`src/verilog/busPkg.sv`:
```
package busPkg;

	//------------------------------
	// Register bus widths
	//------------------------------
	localparam int lpBusAdrsBit   = 32;
	localparam int lpUsiBusWidth  = 32;

	// Block select field sits just above the register offset
	localparam int lpBlockAdrsMap = 4;
	localparam int lpCsrAdrsWidth = 16;

	//------------------------------
	// Block address map
	//------------------------------
	localparam logic [lpBlockAdrsMap-1:0] lpGpioAdrsMap = 4'h1;
	localparam logic [lpBlockAdrsMap-1:0] lpRamAdrsMap  = 4'h6;

	// Register offsets inside a block
	localparam logic [lpCsrAdrsWidth-1:0] lpCsrLed     = 16'h0000;
	localparam logic [lpCsrAdrsWidth-1:0] lpCsrWrCount = 16'h0000;
	localparam logic [lpCsrAdrsWidth-1:0] lpCsrRdCount = 16'h0004;

	localparam int lpLedWidth = 5;

	// Returned when no block answers
	localparam logic [lpUsiBusWidth-1:0] lpCsrMissData = 32'hDEADBEEF;

	// One register request, 65 bits
	typedef struct packed
	{
		logic                     write;
		logic [lpBusAdrsBit-1:0]  adrs;
		logic [lpUsiBusWidth-1:0] wdata;
	} csrReqT;

endpackage

```
`src/verilog/gpioBlock.sv`:
```
`timescale 1ns/100ps

module gpioBlock import busPkg::*; (
	input  logic                      sysClk,
	input  logic                      arstN,
	input  logic                      we,
	input  logic [lpCsrAdrsWidth-1:0] csrOffset,
	input  logic [lpUsiBusWidth-1:0]  csrWdata,
	output logic [lpUsiBusWidth-1:0]  rdata,
	// LED pins
	output logic [1:0]                led,
	output logic                      ledB,
	output logic                      ledG,
	output logic                      ledR
);

logic [lpLedWidth-1:0] ledReg;

always_ff @(posedge sysClk or negedge arstN)
begin
	if (!arstN)
		ledReg <= '0;
	else if (we && (csrOffset == lpCsrLed))
		ledReg <= csrWdata[lpLedWidth-1:0];
end

// Readback, other offsets give zero
assign rdata = (csrOffset == lpCsrLed) ?
	{{(lpUsiBusWidth-lpLedWidth){1'b0}}, ledReg} : '0;

// Bits 1:0 plain LEDs, then blue, green, red
assign led  = ledReg[1:0];
assign ledB = ledReg[2];
assign ledG = ledReg[3];
assign ledR = ledReg[4];

endmodule

```
`config.mk`:
```
export PLATFORM = sky130hd
export DESIGN_NAME = gpioBlock
export DESIGN_NICKNAME = d
export VERILOG_FILES = /design/src/verilog/busPkg.sv /design/src/verilog/gpioBlock.sv
export SDC_FILE = /design/constraint.sdc
export NUM_CORES = 1
export LEC_CHECK = 0
export ABC_AREA = 1
export BUFFER_PORTS_ARGS = -buffer_cell sky130_fd_sc_hd__buf_2
export CAP_MARGIN = 40
export CELL_PAD_IN_SITES_DETAIL_PLACEMENT = 1
export CELL_PAD_IN_SITES_GLOBAL_PLACEMENT = 1
export CORE_ASPECT_RATIO = 2
export CORE_UTILIZATION = 14
export CTS_CLUSTER_SIZE = 20
export DETAILED_ROUTE_END_ITERATION = 10
export PLACE_DENSITY_LB_ADDON = 0.25
export SLEW_MARGIN = 20
export SYNTH_ARGS = -nofsm -noshare
export SYNTH_HDL_FRONTEND = slang
export SYNTH_SLANG_ARGS = --single-unit
export TNS_END_PERCENT = 20
```
`constraint.sdc`:
```
create_clock -name sysClk -period 0.8 [get_ports sysClk]
set_input_delay 0.16 -clock sysClk [delete_from_list [all_inputs] [get_ports sysClk]]
set_output_delay 0.16 -clock sysClk [all_outputs]
set_load 0.01 [all_outputs]
```
==> results.ini <==
[status]
status = complete, but fails checks
violations = negative setup slack

[layout]
largest_reg_flops = 5
top_regs = ledReg x5
drive_above_1_share = 0.5517
final_core_util = 0.2482
largest_register = ledReg
fin_nets = 168
n_antenna_cell = 0
final_common_cell = conb_1
area_growth_pct = 67.28
final.fill_count = 470
mostFrequentLayoutCells = conb_1, buf_2, buf_6

[setup_path]
crit_slowest_cell = nor2_4
crit_type = primary input to output pin
end_kind = output pin
required_ns = 0.64
cpMostUsedCell = nor2_4
r2r_start = ledReg[3]
cp_max_fo = 5
critPathLaunchType = primary input
r2r_end = ledReg[3]
cp.buffers_inverters = 2
cp_top_family = simple AND/OR/NAND/NOR gates
cp.arrival_ns = 0.87
regToRegSetupSlack_ns = 0.06
worstPathCellList = buf_6 -> nor2_4 -> nand2_2 -> nor2_4 -> nand2_4 -> nor2_2 -> buf_2
reg2regPathDepth = 3
cpPeakStageDelay_ns = 0.13

[clock_network]
cts_buffers = 3
root_buffer = clkbuf_8
cts.sinks = 5
cts.path.max_buffers = 2
h-tree-depth = 1
tritoncts = yes
clk_latency_ns = 0.22
clkTransAtPathRegs_ns = 0.03

[sta]
fmax_mhz = 972.9
finalSetupViolations = 15
setup_ws_ns = -0.2278
min_period_ns = 1.028
rsz0062_at_grt = yes
whs_ns = 0.1961
finalMaxSlewViolations = 0
finalClockSkew_ns = 0
hold_viol = 0
finalCritPeriodShare = 1.285

[global_routing]
grt-ovfl-total = 0
grt_first_pass_wirelength_um = 2070
antenna_found_initial = 0
grt_pass1_vias = 514
grt_max_degree = 7
grtUsageTotal = 0.06775

[synth]
synth.largest_area_cell = buf_4
ys_warn_count = 0
synth_seq_cells = 5
synth.distinct_cells = 11
synth_area_leaders = buf_4, dfrtp_1, nand2_1, nand4_1, nor2_2
avgSynthCellArea_um2 = 7.389
netlist.area_leader.share = 0.3707
yosysSeqAreaShare = 0.2288
netlist_area_um2 = 546.8
synthesis.instances = 74

[place]
place_congestion = 0.7046
portBuffers = 33

[power]
power_leakage_nw = 0.4720
p_comb_frac = 0.232
switching_share = 0.2570
pwr-share-seq = 0.273
intPower_mw = 0.6931
peakVddDrop_mv = 0.4701
netSwitchingPower_mw = 0.2398
pwr_density_cell_mw_per_mm2 = 1020
clkPwrFrac = 0.495

[floorplan]
boundaryPins = 88
fp.dieW_um = 46.19
initial_core_util = 0.1484
coreArea_mm2 = 0.003685
die-area_mm2 = 0.004175
std_cell_rows = 31
die_h_um = 90.38

[detailed_routing]
vias_per_cell = 3.248
drt-wirelength-per-cell_um = 7.806
ant_nets = 0
via_count = 536
drt_wl_total_um = 1288
firstDrtPassIters = 2
first_iter_violations = 3
drc = 0

[min_path]
hold_depth = 3
hold_path.class = primary input to register
hold_start = csrWdata[1]
worstHoldEndpoint = ledReg[1]

[flow_run]
cap_violations = 0

[logic make-up (layout without fill, tap and decap cells)]
family,Yosys count,count (layout),share of synthesized area
simple gates,36,36,0.3593
buf+inv,32,48,0.4050
flops,5,5,0.2288
other cells,1,27,0.006858
[Yosys cell counts]
library cell,n
inv_1,5
nor2_1,8
nand3_4,1
dfrtp_1,5
nor2_2,5
nor2_4,2
buf_4,27
conb_1,1
nand2_4,1
nand2_1,14
nand4_1,5
[how the worst max path moves through the flow]
stage                       start   endpoint  slack, ns  cells past startpoint
floorplan            csrOffset[3]   rdata[0]      -0.12                      5
global placement     csrOffset[3]  ledReg[2]      -0.27                      8
detailed placement   csrOffset[3]  ledReg[3]      -0.29                      8
CTS                 csrOffset[12]   rdata[0]      -0.26                      7
global route            ledReg[2]   rdata[2]      -0.29                      3
finish              csrOffset[11]   rdata[2]      -0.23                      7
[power by group through the flow]
stage	logic [mW]	registers (mW)	clock network, mW
6_report	0.216	0.255	0.462
5_1_grt	0.237	0.254	0.497
4_1_cts	0.193	0.255	0.476
3_5_place_dp	0.157	0.258	0
3_3_place_gp	0.155	0.258	0
2_1_floorplan	0.178	0.258	0
[stage by stage]
| stage | instance area, um2 | TNS (ns) | power, mW | setup WS (ns) | std cells |
|---|---|---|---|---|---|
| finish | 914.6 | -1.937 | 0.9329 | -0.2278 | 165 |
| global placement | 725.7 | -2.675 | 0.4129 | -0.2747 | 157 |
| floorplan | 686.9 | -0.7633 | 0.4357 | -0.1153 | 100 |
| global route | 914.6 | -2.698 | 0.9886 | -0.2882 | 165 |
| detailed placement | 725.7 | -2.708 | 0.4150 | -0.2866 | 157 |
| CTS | 855.8 | -2.158 | 0.9231 | -0.2575 | 163 |
[cell type report]
cell class / instances / area, um2 / area share
inverter: 5 / 18.77 / 0.02052
timing repair buffer: 39 / 291.5 / 0.3187
tap: 49 / 61.31 / 0.06703
sequential: 5 / 125.1 / 0.1368
clock buffer: 4 / 45.04 / 0.04925
multi-input combinational: 63 / 372.9 / 0.4077
[worst reg2reg max path: cells and delay by family (launching register included)]
family | cells | cell delay, ns
buf+inv | 1 | 0.14
simple gates | 2 | 0.10
flops | 1 | 0.39
[routing by layer]
layer | vias up | part of all wire | track usage
li1 | 257 | - | -
met1 | 226 | 0.32 | 0.05875
met2 | 51 | 0.52 | 0.1197
met3 | 2 | 0.15 | 0.02800
met4 | 0 | 0.012 | 0.03676
met5 | - | 0 | 0
[what timing repair did]
| action | 4_1_cts | 5_1_grt |
|---|---|---|
| endpoints found under the setup margin | 15 | 15 |
| endpoints found under the hold margin | 5 | 0 |
| pin swaps | 12 | 7 |
| setup buffers | 1 | 2 |
| resized for setup | 16 | 8 |
| hold buffers | 1 | 0 |
Note: power is estimated with default switching activity, not from simulation.
