===== src/verilog/memPkg.sv =====
package memPkg;

	//------------------------------
	// On-chip RAM geometry
	//------------------------------
	localparam int lpRamAdrsWidth = 12;
	localparam int lpRamDqWidth   = 8;
	localparam int lpCountWidth   = 16;

	//------------------------------
	// Master IDs
	//------------------------------
	localparam int lpUfiIdNumber = 1;
	localparam logic [lpUfiIdNumber-1:0] lpHostId = 1'b0;
	localparam logic [lpUfiIdNumber-1:0] lpDmaId  = 1'b1;

	// Request toward the RAM, 22 bits
	typedef struct packed
	{
		logic [lpUfiIdNumber-1:0]  id;
		logic                      write;
		logic [lpRamAdrsWidth-1:0] adrs;
		logic [lpRamDqWidth-1:0]   data;
	} memReqT;

	// Read response, ID echoed back for routing
	typedef struct packed
	{
		logic [lpUfiIdNumber-1:0] id;
		logic [lpRamDqWidth-1:0]  rdata;
	} memRspT;

endpackage


===== src/verilog/pipeSlice.sv =====
`timescale 1ns/100ps

module pipeSlice #(
	parameter type payloadT = logic
)(
	input  logic    sysClk,
	input  logic    arstN,
	// Upstream side
	input  logic    inValid,
	input  payloadT inData,
	output logic    inReady,
	// Downstream side
	output logic    outValid,
	output payloadT outData,
	input  logic    outReady
);

// Slot can take a new item when empty or when the held one leaves now
assign inReady = !outValid || outReady;

always_ff @(posedge sysClk or negedge arstN)
begin
	if (!arstN)
		outValid <= 1'b0;
	else if (inReady)
		outValid <= inValid;
end

// Payload only
always_ff @(posedge sysClk)
begin
	if (inReady && inValid)
		outData <= inData;
end

endmodule


===== src/verilog/memArbiter.sv =====
`timescale 1ns/100ps

module memArbiter import memPkg::*; (
	input  logic                      sysClk,
	input  logic                      arstN,
	// Host memory port
	input  logic                      memHostValid,
	output logic                      memHostReady,
	input  logic                      memHostWrite,
	input  logic [lpRamAdrsWidth-1:0] memHostAdrs,
	input  logic [lpRamDqWidth-1:0]   memHostWdata,
	output logic                      memHostRdValid,
	output logic [lpRamDqWidth-1:0]   memHostRdata,
	// DMA memory port
	input  logic                      memDmaValid,
	output logic                      memDmaReady,
	input  logic                      memDmaWrite,
	input  logic [lpRamAdrsWidth-1:0] memDmaAdrs,
	input  logic [lpRamDqWidth-1:0]   memDmaWdata,
	output logic                      memDmaRdValid,
	output logic [lpRamDqWidth-1:0]   memDmaRdata,
	// Toward the RAM
	output logic                      reqValid,
	output memReqT                    req,
	input  logic                      reqReady,
	input  logic                      rspValid,
	input  memRspT                    rsp
);

logic   lastDma;
logic   pickDma;
logic   pickHost;
logic   anyValid;
logic   sliceReady;
memReqT winReq;

//------------------------------
// Round-robin grant
//------------------------------
// DMA wins alone, or on a tie when the host had the last turn
assign anyValid = memHostValid || memDmaValid;
assign pickDma  = memDmaValid && (!memHostValid || !lastDma);
assign pickHost = memHostValid && !pickDma;

assign memHostReady = pickHost && sliceReady;
assign memDmaReady  = pickDma && sliceReady;

always_ff @(posedge sysClk or negedge arstN)
begin
	if (!arstN)
		lastDma <= 1'b0;
	else if (anyValid && sliceReady)
		lastDma <= pickDma;
end

// Stamp the winner's ID
assign winReq = pickDma ?
	'{id: lpDmaId, write: memDmaWrite, adrs: memDmaAdrs, data: memDmaWdata} :
	'{id: lpHostId, write: memHostWrite, adrs: memHostAdrs, data: memHostWdata};

pipeSlice #(
	.payloadT (memReqT)
) reqSlice_i (
	.sysClk   (sysClk),
	.arstN    (arstN),
	.inValid  (anyValid),
	.inData   (winReq),
	.inReady  (sliceReady),
	.outValid (reqValid),
	.outData  (req),
	.outReady (reqReady)
);

//------------------------------
// Response steering by ID
//------------------------------
assign memHostRdValid = rspValid && (rsp.id == lpHostId);
assign memDmaRdValid  = rspValid && (rsp.id == lpDmaId);
assign memHostRdata   = rsp.rdata;
assign memDmaRdata    = rsp.rdata;

endmodule


===== config.mk =====
export PLATFORM = sky130hd
export DESIGN_NAME = memArbiter
export DESIGN_NICKNAME = d
export VERILOG_FILES = /design/src/verilog/memPkg.sv /design/src/verilog/pipeSlice.sv /design/src/verilog/memArbiter.sv
export SDC_FILE = /design/constraint.sdc
export NUM_CORES = 1
export LEC_CHECK = 0
export BUFFER_PORTS_ARGS = -buffer_cell sky130_fd_sc_hd__buf_2
export CAP_MARGIN = 20
export CORE_UTILIZATION = 40
export CTS_BUF_LIST = sky130_fd_sc_hd__clkbuf_16
export CTS_CLUSTER_SIZE = 20
export DETAILED_ROUTE_END_ITERATION = 10
export MAX_ROUTING_LAYER = met4
export PLACE_DENSITY = 0.85
export SLEW_MARGIN = 20
export SYNTH_ARGS = -nofsm -noshare
export SYNTH_HDL_FRONTEND = slang
export SYNTH_SLANG_ARGS = --single-unit
export TNS_END_PERCENT = 100

===== constraint.sdc =====
create_clock -name sysClk -period 3.3 [get_ports sysClk]
set_input_delay 0.165 -clock sysClk [delete_from_list [all_inputs] [get_ports sysClk]]
set_output_delay 0.165 -clock sysClk [all_outputs]
set_load 0.01 [all_outputs]

==> report_table.html <==
<table>
<tr><th>Metric</th><th>Value</th></tr>
<tr><th colspan="2">Global routing</th></tr>
<tr><td>Tot GR Track Use</td><td>0.1421</td></tr>
<tr><td>Maximum number of pins on one net before global-route repair</td><td>24</td></tr>
<tr><td>Wire length of the first global-routing pass</td><td>3284 µm</td></tr>
<tr><td>Gr ovfl total</td><td>0</td></tr>
<tr><td>Number of global-route vias before repair</td><td>804</td></tr>
<tr><td>Number of antenna violations at the first check in global routing</td><td>0</td></tr>
<tr><th colspan="2">Min path</th></tr>
<tr><td>Min-Delay Path Depth</td><td>3</td></tr>
<tr><td>Class of the worst hold path</td><td>in2reg</td></tr>
<tr><td>End point of the most critical hold path</td><td>reqSlice_i.outValid</td></tr>
<tr><td>Hold path startpoint</td><td>memDmaValid</td></tr>
<tr><th colspan="2">Worst setup path</th></tr>
<tr><td>Startpoint Class</td><td>flip-flop</td></tr>
<tr><td>Worst Path Buf+Inv</td><td>1</td></tr>
<tr><td>Cells along the critical path</td><td>a21boi_4 -&gt; and2_1 -&gt; buf_2</td></tr>
<tr><td>Setup crit end kind</td><td>output port</td></tr>
<tr><td>Capture point of the worst reg-to-reg path</td><td>reqSlice_i.outData[12]</td></tr>
<tr><td>Data required, critical path</td><td>about 3.1 ns</td></tr>
<tr><td>Reg-to-reg critical path startpoint</td><td>reqSlice_i.outValid</td></tr>
<tr><td>Cell with the largest stage delay on the worst path</td><td>sky130_fd_sc_hd__a21boi_4</td></tr>
<tr><td>Worst r2r path cells</td><td>2</td></tr>
<tr><td>Arrival time of data at the critical path endpoint</td><td>between 1.5 and 2 ns</td></tr>
<tr><td>Slowest stage delay, CP</td><td>roughly 0.60 ns</td></tr>
<tr><td>CP top delay family</td><td>compound AO/OA/AOI/OAI gates</td></tr>
<tr><td>Biggest fanout along the worst timing path</td><td>23</td></tr>
<tr><td>Type of the setup path with the least slack</td><td>reg2out</td></tr>
<tr><td>Register-to-register path setup slack</td><td>approximately 1.6 ns</td></tr>
<tr><th colspan="2">Die</th></tr>
<tr><td>Die area</td><td>between 3000 and 4000 µm²</td></tr>
<tr><td>Die Ht</td><td>around 56 µm</td></tr>
<tr><td>Core Footprint</td><td>approximately 2800 µm²</td></tr>
<tr><td>Number of rows in the core area</td><td>19</td></tr>
<tr><td>IO Pins</td><td>100</td></tr>
<tr><td>Initial cell density of the core</td><td>0.4251</td></tr>
<tr><td>Die Span X</td><td>56.14 µm</td></tr>
<tr><th colspan="2">Logic synthesis</th></tr>
<tr><td>Count of mapped cells out of synthesis</td><td>76</td></tr>
<tr><td>#FFs+latches synth</td><td>24</td></tr>
<tr><td>Mean instance size in the synthesized netlist</td><td>around 15 µm²</td></tr>
<tr><td>Part of the Yosys area used for sequential elements</td><td>0.6062</td></tr>
<tr><td>Library cells used by synthesis</td><td>16</td></tr>
<tr><td>Number of nets produced by synthesis</td><td>between 100 and 150</td></tr>
<tr><td>Post-synthesis instance area</td><td>1172 µm²</td></tr>
<tr><td>Synth warn</td><td>0</td></tr>
<tr><th colspan="2">Timing</th></tr>
<tr><td>Accumulated negative setup slack</td><td>0 ns</td></tr>
<tr><td>Final Max Tran Viols</td><td>0</td></tr>
<tr><td>Max frequency</td><td>about 0.56 GHz</td></tr>
<tr><td>RSZ-0062 raised after global routing</td><td>no</td></tr>
<tr><td>Headroom to the max-slew limit</td><td>0.3682</td></tr>
<tr><td>Total of endpoints with negative setup slack in the final report</td><td>0</td></tr>
<tr><td>Setup Skew</td><td>0.001290 ns</td></tr>
<tr><td>Final hold violations</td><td>0</td></tr>
<tr><td>Final clock period utilization by the worst path</td><td>0.5455</td></tr>
<tr><td>Final hold slack</td><td>between 0.15 and 0.2 ns</td></tr>
<tr><td>Tightest Pin Transition</td><td>between 0.9 and 1 ns</td></tr>
<tr><td>Time the worst path needs with I/O delays and setup</td><td>roughly 1.8 ns</td></tr>
<tr><th colspan="2">Finish</th></tr>
<tr><td>Post-layout nets</td><td>196</td></tr>
<tr><td>Area taken by flip-flops and latches</td><td>710.7 µm²</td></tr>
<tr><td>Inserted Diodes</td><td>0</td></tr>
<tr><td>P&amp;R area growth vs syn</td><td>30.74%</td></tr>
<tr><td>Leading cell type in the layout, fill and taps excluded</td><td>sky130_fd_sc_hd__buf_2</td></tr>
<tr><td>Highest-count cells in the layout ignoring fill and taps</td><td>sky130_fd_sc_hd__buf_2 (75), sky130_fd_sc_hd__edfxtp_1 (22), sky130_fd_sc_hd__mux2_2 (20), sky130_fd_sc_hd__clkbuf_16 (3)</td></tr>
<tr><td>Share of post-route cells with drive strength above 1</td><td>0.7174</td></tr>
<tr><td>Area used by multi-input combinational logic</td><td>approximately 320 µm²</td></tr>
<tr><td>Final core utilization</td><td>0.5558</td></tr>
<tr><td>FILL cells</td><td>~250</td></tr>
<tr><th colspan="2">Route</th></tr>
<tr><td>Routed wirelength normalized by instance count</td><td>between 10 and 15 µm</td></tr>
<tr><td>Total via count in the routed design</td><td>about 800</td></tr>
<tr><td>Count of TritonRoute iterations in the first routing pass</td><td>2</td></tr>
<tr><td>DR vias/cell</td><td>approximately 4.7</td></tr>
<tr><td>DRT iter0 DRCs</td><td>15</td></tr>
<tr><td>DRC errors left</td><td>0</td></tr>
<tr><td>Total Wirelength</td><td>about 2100 µm</td></tr>
<tr><td>Number of routed nets with antenna violations</td><td>0</td></tr>
<tr><th colspan="2">Clock tree</th></tr>
<tr><td>Worst-case clock buffer depth</td><td>2</td></tr>
<tr><td>H-tree depth</td><td>1</td></tr>
<tr><td>Post-CTS repair timing setup buffer count</td><td>0</td></tr>
<tr><td>Clk Latency, worst-skew pair</td><td>0.25 ns</td></tr>
<tr><td>Clock edge transition at the registers on the reported setup and hold paths</td><td>around 0.060 ns</td></tr>
<tr><td>Total CTS buffers</td><td>3</td></tr>
<tr><td>Clock tree from TritonCTS</td><td>yes</td></tr>
<tr><td>Post-cts repair resize count</td><td>0</td></tr>
<tr><td>Library cell used as clock root buffer</td><td>sky130_fd_sc_hd__clkbuf_16</td></tr>
<tr><td>Number of hold buffers added after cts</td><td>1</td></tr>
<tr><td>Number of clock sinks</td><td>24</td></tr>
<tr><th colspan="2">Run</th></tr>
<tr><td>Maxcap violations</td><td>0</td></tr>
<tr><th colspan="2">Placed design</th></tr>
<tr><td>Buffers on Ports</td><td>75</td></tr>
<tr><td>Final HPWL from detailed placement</td><td>approximately 1600 µm</td></tr>
<tr><td>GP Congestion</td><td>roughly 0.67</td></tr>
<tr><th colspan="2">Power and ir drop</th></tr>
<tr><td>P per Cell Area</td><td>between 400 and 500 nW/µm²</td></tr>
<tr><td>Peak supply drop</td><td>roughly 330 µV</td></tr>
<tr><td>Leakage</td><td>between 0.6 and 0.7 nW</td></tr>
<tr><th colspan="2">Outcome</th></tr>
<tr><td>Outcome</td><td>completed</td></tr>
</table>
tightest hold or removal path: stages:
cell and delay (ns):
sky130_fd_sc_hd__buf_2 0.12, sky130_fd_sc_hd__nor2_1 0.05, sky130_fd_sc_hd__nand2_1 0.05
stage by stage:
stage	instance area, µm²	worst slack [ns]	total power [W]	std cells
after floorplan	1172	1.774	0.0004801	76
after global placement	1444	1.632	0.0005118	164
after detailed placement	1444	1.546	0.0005173	164
after CTS	1533	1.458	0.0007738	169
after global routing	1533	1.400	0.0007947	169
final	1533	1.500	0.0007622	169
layout make-up:
type                    instances  share of cell area
clock inverters                 1            0.002449
clock buffers                   3             0.04898
inverters                       1            0.002449
multi-input cells              33              0.2057
flip-flops and latches         24              0.4637
well taps                      31             0.02531
repair buffers                 76              0.2514
how the worst max path moves through the flow:
stage | start | endpoint | cells after the start
floorplan | reqSlice_i.outValid | reqSlice_i.outData[0] | 2
global placement | lastDma | reqSlice_i.outData[5] | 2
detailed placement | reqSlice_i.outValid | reqSlice_i.outData[7] | 2
CTS | lastDma | memDmaReady | 3
global route | lastDma | memDmaReady | 3
finish | lastDma | memDmaReady | 3
state kept, by name (all words and copies together), names as in the netlist:
signal / count
reqSlice_i.outData: 22
lastDma: 1
reqSlice_i.outValid: 1
cell usage after synthesis:
master                      n  area share
sky130_fd_sc_hd__a21boi_4   1       0.016
sky130_fd_sc_hd__a21oi_1    2      0.0085
sky130_fd_sc_hd__a31oi_1    1      0.0053
sky130_fd_sc_hd__and2_1     2       0.011
sky130_fd_sc_hd__buf_4     16        0.10
sky130_fd_sc_hd__buf_6      2       0.019
sky130_fd_sc_hd__dfrtp_1    2       0.043
sky130_fd_sc_hd__edfxtp_1  22        0.56
sky130_fd_sc_hd__inv_1      1      0.0032
sky130_fd_sc_hd__mux2_1     1      0.0096
sky130_fd_sc_hd__mux2_2    20        0.19
sky130_fd_sc_hd__nand2_1    2      0.0064
sky130_fd_sc_hd__nand2b_1   1      0.0053
sky130_fd_sc_hd__nor2_1     1      0.0032
sky130_fd_sc_hd__nor2b_1    1      0.0053
sky130_fd_sc_hd__o21a_1     1      0.0064
cell families after synthesis:
group                  share of synthesized area
DFF                                       0.6062
AOI/OAI and AO/OA                        0.03629
buffers and inverters                     0.1249
and+or+nand+nor                          0.03095
muxes                                     0.2017
metal layers:
metal,GRT usage,wire length (µm)
met5,-,0
met4,0.07666,55
met3,0.03953,249
met2,0.2585,1091
met1,0.1335,747
report_power, final:
| part | internal, W | switching [W] |
|---|---|---|
| Sequential | 0.000369 | 0.00000927 |
| Combinational | 0.0000709 | 0.0000608 |
| Clock | 0.000161 | 0.0000913 |
| Total | 0.000601 | 0.000161 |
Power figures use the tool's default switching activity.
