--- config.mk ---
export PLATFORM = sky130hd
export DESIGN_NAME = csrBus
export DESIGN_NICKNAME = d
export VERILOG_FILES = /design/src/verilog/busPkg.sv /design/src/verilog/csrBus.sv
export SDC_FILE = /design/constraint.sdc
export NUM_CORES = 1
export LEC_CHECK = 0
export BUFFER_PORTS_ARGS = -buffer_cell sky130_fd_sc_hd__buf_2
export CAP_MARGIN = 5
export CORE_MARGIN = 3
export CORE_UTILIZATION = 31
export DETAILED_ROUTE_END_ITERATION = 6
export MAX_ROUTING_LAYER = met4
export PLACE_DENSITY = 0.76
export SYNTH_ARGS = -nofsm -noshare
export SYNTH_HDL_FRONTEND = slang
export SYNTH_SLANG_ARGS = --single-unit
--- constraint.sdc ---
create_clock -name sysClk -period 0.8 [get_ports sysClk]
set_input_delay 0.08 -clock sysClk [delete_from_list [all_inputs] [get_ports sysClk]]
set_output_delay 0.08 -clock sysClk [all_outputs]
set_load 0.03 [all_outputs]
--- src/verilog/busPkg.sv ---
package busPkg;

	//------------------------------
	// Register bus widths
	//------------------------------
	localparam int lpBusAdrsBit   = 32;
	localparam int lpUsiBusWidth  = 32;

	// Block select field sits just above the register offset
	localparam int lpBlockAdrsMap = 4;
	localparam int lpCsrAdrsWidth = 16;

	//------------------------------
	// Block address map
	//------------------------------
	localparam logic [lpBlockAdrsMap-1:0] lpGpioAdrsMap = 4'h1;
	localparam logic [lpBlockAdrsMap-1:0] lpRamAdrsMap  = 4'h6;

	// Register offsets inside a block
	localparam logic [lpCsrAdrsWidth-1:0] lpCsrLed     = 16'h0000;
	localparam logic [lpCsrAdrsWidth-1:0] lpCsrWrCount = 16'h0000;
	localparam logic [lpCsrAdrsWidth-1:0] lpCsrRdCount = 16'h0004;

	localparam int lpLedWidth = 5;

	// Returned when no block answers
	localparam logic [lpUsiBusWidth-1:0] lpCsrMissData = 32'hDEADBEEF;

	// One register request, 65 bits
	typedef struct packed
	{
		logic                     write;
		logic [lpBusAdrsBit-1:0]  adrs;
		logic [lpUsiBusWidth-1:0] wdata;
	} csrReqT;

endpackage

--- src/verilog/csrBus.sv ---
`timescale 1ns/100ps

module csrBus import busPkg::*; (
	input  logic                      sysClk,
	input  logic                      arstN,
	// From the register slice
	input  logic                      reqValid,
	input  csrReqT                    req,
	// Block read data, combinational from the offset
	input  logic [lpUsiBusWidth-1:0]  gpioRdata,
	input  logic [lpUsiBusWidth-1:0]  ramRdata,
	// Fan-out to the blocks
	output logic                      gpioWe,
	output logic                      ramWe,
	output logic [lpCsrAdrsWidth-1:0] csrOffset,
	output logic [lpUsiBusWidth-1:0]  csrWdata,
	// Back to the host
	output logic                      csrRdValid,
	output logic [lpUsiBusWidth-1:0]  csrRdata
);

logic [lpBlockAdrsMap-1:0] blockSel;
logic [lpUsiBusWidth-1:0]  rdMux;
logic                      rdReq;

//------------------------------
// Block decode
//------------------------------
assign blockSel  = req.adrs[lpCsrAdrsWidth +: lpBlockAdrsMap];
assign csrOffset = req.adrs[lpCsrAdrsWidth-1:0];
assign csrWdata  = req.wdata;

assign gpioWe = reqValid && req.write && (blockSel == lpGpioAdrsMap);
assign ramWe  = reqValid && req.write && (blockSel == lpRamAdrsMap);
assign rdReq  = reqValid && !req.write;

always_comb
begin
	case (blockSel)
		lpGpioAdrsMap: rdMux = gpioRdata;
		lpRamAdrsMap:  rdMux = ramRdata;
		// Nobody mapped here
		default:       rdMux = lpCsrMissData;
	endcase
end

//------------------------------
// Read return, one cycle later
//------------------------------
always_ff @(posedge sysClk or negedge arstN)
begin
	if (!arstN)
		csrRdValid <= 1'b0;
	else
		csrRdValid <= rdReq;
end

always_ff @(posedge sysClk)
begin
	if (rdReq)
		csrRdata <= rdMux;
end

endmodule

==> summary.md, run 1 <==
| Metric | Value |
|---|---|
| Status | complete, but fails checks |
| Failing checks | setup timing |
| Crit path cell chain | buf_8 > or3b_4 > buf_6 > nor2_4 > buf_6 |
| Seq cells post-synth | 33 |
| Post-CTS Setup Inserts | 0 |
| Peak VDD IR | about 0.84 mV |
| GRT Total Usage | between 10% and 20% |
| Chip Height | about 86 um |
| Vias | 1593 |
| Area grow syn2layout | 39.4% |
| First-pass GRT wire length | slightly below 9000 um |
| Max-slew headroom | between 80 and 90% |
| DP HPWL | 4620 um |
| YS warnings | 0 |
| Gp weighted congestion | between 0.8 and 0.9 |
| Number of core rows | 28 |
| Peak per-stage delay on the critical path | around 0.4 ns |
| Final hold slack | about 0.1 ns |
| Worst slew pin tran | ~0.25 ns |
| Clk slew on worst S/H paths | 0.06 ns |
| Area of the multi-input gates | between 600 and 700 sq um |
| Fin crit period | between 1 and 1.5 ns |
| Pin count of the biggest net entering global routing | 36 |
| Vias in the first global route | ~1600 |
| Clock buffer depth | 2 |
| Critical Path Source | req[50] |
| Drt first pass iters | 4 |
| Placement Setup Slack | -0.375 ns |
| DIE AREA | around 7400 sq um |
| Initial DRC count | 80 |
| CP Class | input port to output port |
| Unique masters post-synth | 16 |
| Fin cells | between 300 and 400 |
| Vias/cell | 4.73 |
| H-Tree Level Count | 2 |
| Synthesized net count | 330 |
| Setup violators final | 38 |
| Max_cap viols | 0 |
| Hold crit path type | input port to asynchronous set/reset pin |
| Final core utilization | around 46% |
| Worst Setup End Kind | output port |
| Remaining antenna violation count after routing | 0 |
| Core area | between 6000 and 7000 sq um |
| Max Transition Viols Final | 0 |
| WP data arrival | 0.93 ns |
| Req. time, crit path | just over 0.7 ns |
| Pwr Total | around 0.0043 W |
| Cell area after synthesis | around 2000 sq um |
| CTS Buf Count | 5 |
| Ratio of cells with drive above 1 in the final layout | between 50% and 60% |
| FF/Latch Area | approximately 990 sq um |
| Post-layout nets | a little under 400 |
| Power per cell area | roughly 1600 nW/um^2 |
| GRT overflow | 0 |
| CTS Sinks | 33 |
| RSZ-0062 raised after global routing | true |
| Seq/Total Area, Yosys | approximately half |
| CP max FO | 4 |
| Critical-path top delay cell | or3b_4 |
| Initial antenna violation count | 0 |
| Ports | 215 |
| Port Buffers | between 100 and 150 |
| Critical path startpoint category | input port |
| Drt wl/cell | between 15 and 20 um |
| # DRC | 0 |
| Fillers | between 500 and 600 |
| Setup ws final | -0.210 ns |
| Syn Area/Cell | 10.0 sq um |
| Number of diodes | 0 |
| Leakage | around 1.2 nW |
| Most used cell, CP | buf_6 |
| Routed wire length | around 5800 um |
| Post-route clock period utilization | 126% |
| CTS tree | yes |
| Max frequency | 0.990 GHz |
| Die width | around 86 um |
| Final Hold Fails | 0 |
| Starting Density | roughly 33% |
| Post-Place Cells | around 330 |
| Post-Syn Instances | ~200 |
| Clk root buf | clkbuf_8 |
power by group:
group,switching [W],internal (W)
logic,0.000511,0.000483
clock network,0.000566,0.000701
registers,0.0000473,0.00201
path summary, 6_finish.rpt:
| path | end | cells past startpoint |
|---|---|---|
| max in group asynchronous | csrRdValid$_DFF_PN0_ | 2 |
| min in group sysClk | csrWdata[12] | 0 |
| worst max-delay path | gpioWe | 5 |
| worst min-delay path | csrRdValid$_DFF_PN0_ | 2 |
synth_stat cells:
master / n / area (sq um)
a22oi_1: 24 / 180
and3b_1: 1 / 8.76
buf_2: 6 / 30.0
buf_4: 51 / 383
clkbuf_1: 3 / 11.3
clkbuf_2: 1 / 5.00
dfrtp_1: 1 / 25.0
edfxtp_1: 32 / 961
inv_1: 8 / 30.0
nand2b_1: 8 / 50.1
nand3b_1: 2 / 15.0
nor2_1: 50 / 188
nor2b_1: 1 / 6.26
nor3b_2: 1 / 12.5
o32ai_1: 8 / 70.1
or3b_1: 1 / 8.76
routing by layer:
layer / up-vias / GRT usage (%) / wire length (um)
li1: 763 / - / -
met1: 709 / 15.2 / 1840
met2: 111 / 27.3 / 3060
met3: 10 / 8.45 / 805
met4: 0 / 3.88 / 76
met5: - / - / 0
flip-flops by register name, indices dropped and copies added, names as in the netlist:
name and flops:
csrRdata 32, csrRdValid 1
layout make-up:
type                       instances  share of cell area [%]
inverter                           8                    1.09
timing repair buffer             117                    34.4
clock buffer                       8                    3.26
multi-input combinational         96                    22.3
sequential                        33                    35.6
tap                               75                    3.39
critical path: cells and delay by family:
| family | cells | cell delay (ns) |
|---|---|---|
| buffers and inverters | 3 | 0.37 |
| and+or+nand+nor | 2 | 0.48 |
cell usage in the layout, fill, tap and decap left out, drive strengths merged:
| cell type | count |
|---|---|
| clkbuf | 8 |
| inv | 8 |
| nor2 | 50 |
| nor2b | 1 |
| edfxtp | 32 |
| nor3b | 1 |
| a22oi | 24 |
| and3b | 1 |
| o32ai | 8 |
| nand3b | 2 |
| dlygate4sd3 | 1 |
| dfrtp | 1 |
| nand2b | 8 |
| buf | 116 |
| or3b | 1 |
stage by stage:
| stage | cell area (sq um) | setup TNS, ns |
|---|---|---|
| 3_5_place_dp | 2390 | -10.11 |
| 3_3_place_gp | 2390 | -9.06 |
| 2_1_floorplan | 2090 | -8.90 |
| 6_report | 2770 | -3.23 |
| 5_1_grt | 2770 | -4.60 |
| 4_1_cts | 2760 | -3.86 |
logic make-up (layout without fill, tap and decap cells):
kind of cell    Yosys count  count (layout)  synth area share [%]
compound gates           32              32                  12.6
simple gates             64              64                  14.6
buf+inv                  69             133                  23.1
flops                    33              33                  49.7
what timing repair did:
action                                 CTS  global route
cloned                                   0             0
resized for setup                       83             2
endpoints found under the hold margin    1             0
pin swaps                                1             0
hold buffers                             1             0
setup endpoints to repair               39            40
No activity file was read; power rests on OpenSTA's default activity.
==> run 2, diff against run 1 <==
--- a/config.mk
+++ b/config.mk
@@ -7,11 +7,12 @@
 export LEC_CHECK = 0
 export BUFFER_PORTS_ARGS = -buffer_cell sky130_fd_sc_hd__buf_2
 export CAP_MARGIN = 5
-export CORE_MARGIN = 3
-export CORE_UTILIZATION = 31
+export CORE_AREA = 3 3 83 85
+export CTS_BUF_LIST = sky130_fd_sc_hd__clkbuf_2
 export DETAILED_ROUTE_END_ITERATION = 6
+export DIE_AREA = 0 0 86 88
 export MAX_ROUTING_LAYER = met4
-export PLACE_DENSITY = 0.76
+export PLACE_DENSITY = 0.74
 export SYNTH_ARGS = -nofsm -noshare
 export SYNTH_HDL_FRONTEND = slang
 export SYNTH_SLANG_ARGS = --single-unit
==> constraint.sdc (replaced) <==
create_clock -name sysClk -period 1.1 [get_ports sysClk]
set_input_delay 0.11 -clock sysClk [delete_from_list [all_inputs] [get_ports sysClk]]
set_output_delay 0.11 -clock sysClk [all_outputs]
set_load 0.03 [all_outputs]
==> summary.md, run 2 (synthesis results as in run 1) <==
| Metric | Value |
|---|---|
| Status | finished, final reports clean |
| Final Hold Fails | 0 |
| # DRC | 0 |
| Drt wl/cell | around 16 um |
| DIE AREA | between 7000 and 8000 sq um |
| Max frequency | around 0.94 GHz |
| CP Class | flop to output port |
| Starting Density | 31.6% |
| Busiest grt layer | met2 |
| Leakage | around 1.1 nW |
| Initial DRC count | 68 |
| Chip Height | approximately 88 um |
| CTS Buf Count | 5 |
| Post-place instance area | 2300 sq um |
| Die width | 86 um |
| Post-route clock period utilization | between 90 and 100% |
| Peak per-stage delay on the critical path | 0.44 ns |
| Largest delay share family, worst path | flip-flops |
| Ratio of cells with drive above 1 in the final layout | between 40% and 50% |
| Clk root buf | clkbuf_2 |
| Vias in the first global route | between 1500 and 2000 |
| Hold Startpoint | ramRdata[7] |
| Biggest registers after layout | csrRdata: 32 flops, csrRdValid: 1 flops |
| Met3 Track Usage GR | 5.83% |
| Gp weighted congestion | roughly 0.76 |
| CP max FO | 1 |
| Clk slew on worst S/H paths | 0.18 ns |
| Vias/cell | between 4 and 5 |
| Worst slew pin tran | roughly 0.25 ns |
| Max FFs per register | 32 |
| Req. time, crit path | ~0.99 ns |
| Fillers | between 600 and 700 |
| Commonest cells after routing, fill and taps aside | 74 x buf_2, 49 x nor2_1, 32 x edfxtp_1 |
| WP data arrival | 0.96 ns |
| TNS Setup | 0 ns |
| Ports | 215 |
| Max Transition Viols Final | 0 |
| M1 GR Usage | 13.1% |
| Critical Path Source | csrRdata[10]$_DFFE_PP_ |
| GRT overflow | 0 |
| Initial antenna violation count | 0 |
| Peak VDD IR | approximately 0.48 mV |
| Number of diodes | 0 |
| Max_cap viols | 0 |
| FF/Latch Area | around 990 sq um |
| Post-layout nets | around 390 |
| Worst Hold End | csrRdata[7]$_DFFE_PP_ |
| CTS Sinks | 33 |
| Power per cell area | between 1000 and 1500 nW/um^2 |
| Most common cell after layout, fill and taps aside | buf_2 |
| Vias | ~1600 |
| DP HPWL | around 4400 um |
| Pin count of the biggest net entering global routing | 43 |
| Critical path startpoint category | flop |
| Hold crit path type | input port to flop |
| Remaining antenna violation count after routing | 0 |
| WHS Path Cells | 3 |
| Final core utilization | slightly above 40% |
| Crit path buf inv count | 1 |
| Post-Place Cells | 327 |
| Grt met2 use | 25.2% |
| Crit path cell chain | buf_6 |
| Top reg by flops | csrRdata |
| Fin cells | about 340 |
| Drt first pass iters | 4 |
| Area grow syn2layout | 30.6% |
| Critical-path top delay cell | edfxtp_1 |
| Setup violators final | 0 |
| First-pass GRT wire length | just under 8000 um |
| Area of the multi-input gates | roughly 560 sq um |
| Worst Setup End Kind | output port |
| Clock buffer depth | 2 |
| Max-slew headroom | 83.0% |
| Port Buffers | approximately 110 |
| Routed wire length | between 5000 and 6000 um |
| CTS tree | yes |
| Number of core rows | 29 |
| H-Tree Level Count | 2 |
| Core area | between 6000 and 7000 sq um |
| RSZ-0062 raised after global routing | true |
| Finished Cell Area | between 2000 and 3000 sq um |
| Fin crit period | roughly 1.1 ns |
| GRT Total Usage | around 14% |
==> run 2: timing repair <==
action	4_1_cts	5_1_grt
endpoints found under the hold margin	1	1
hold buffers	1	1
setup buffers	0	1
gates resized for setup	11	78
setup endpoints to repair	7	33
==> run 2: how the worst max path moves through the flow <==
| stage | slack [ns] | cells after the start | end |
|---|---|---|---|
| final | 0.03 | 1 | csrRdata[10] |
| after global routing | -0.07 | 1 | csrRdata[10] |
| after CTS | -0.02 | 1 | csrRdata[6] |
| after detailed placement | -0.10 | 4 | csrRdata[22]$_DFFE_PP_ |
| after global placement | -0.04 | 4 | csrRdata[8]$_DFFE_PP_ |
| after floorplan | 0.06 | 1 | csrRdata[0]$_DFFE_PP_ |
==> run 2: final cells by class <==
| type | count | area share (%) |
|---|---|---|
| Clock buffer | 6 | 1.16 |
| Clock inverter | 2 | 1.30 |
| Inverter | 8 | 1.16 |
| Multi-Input combinational cell | 96 | 21.5 |
| Sequential cell | 33 | 38.0 |
| Tap cell | 77 | 3.72 |
| Timing Repair Buffer | 116 | 33.1 |
==> run 2: power breakdown <==
| part | internal, W | leakage (nW) | switching, W | total, W |
|---|---|---|---|---|
| sequential | 0.00146 | 0.338 | 0.0000345 | 0.00149 |
| clock | 0.000389 | 0.0406 | 0.000403 | 0.000792 |
| combinational | 0.000314 | 0.753 | 0.000355 | 0.000668 |
==> run 2: per-stage QoR <==
step	power (W)	setup WS, ns	hold WS [ns]
after floorplan	0.00215	0.0554	-0.186
after global placement	0.00208	-0.0369	-0.114
after detailed placement	0.00209	-0.102	-0.114
after CTS	0.00291	-0.0162	0.0000401
after global routing	0.00311	-0.0707	0.0379
final	0.00295	0.0349	0.0911
==> run 2: per-layer routing <==
layer | share of wire (%) | up-vias
li1 | - | 760
met5 | 0 | -
met3 | 12 | 21
met4 | 2.8 | 0
met2 | 53 | 104
met1 | 33 | 732
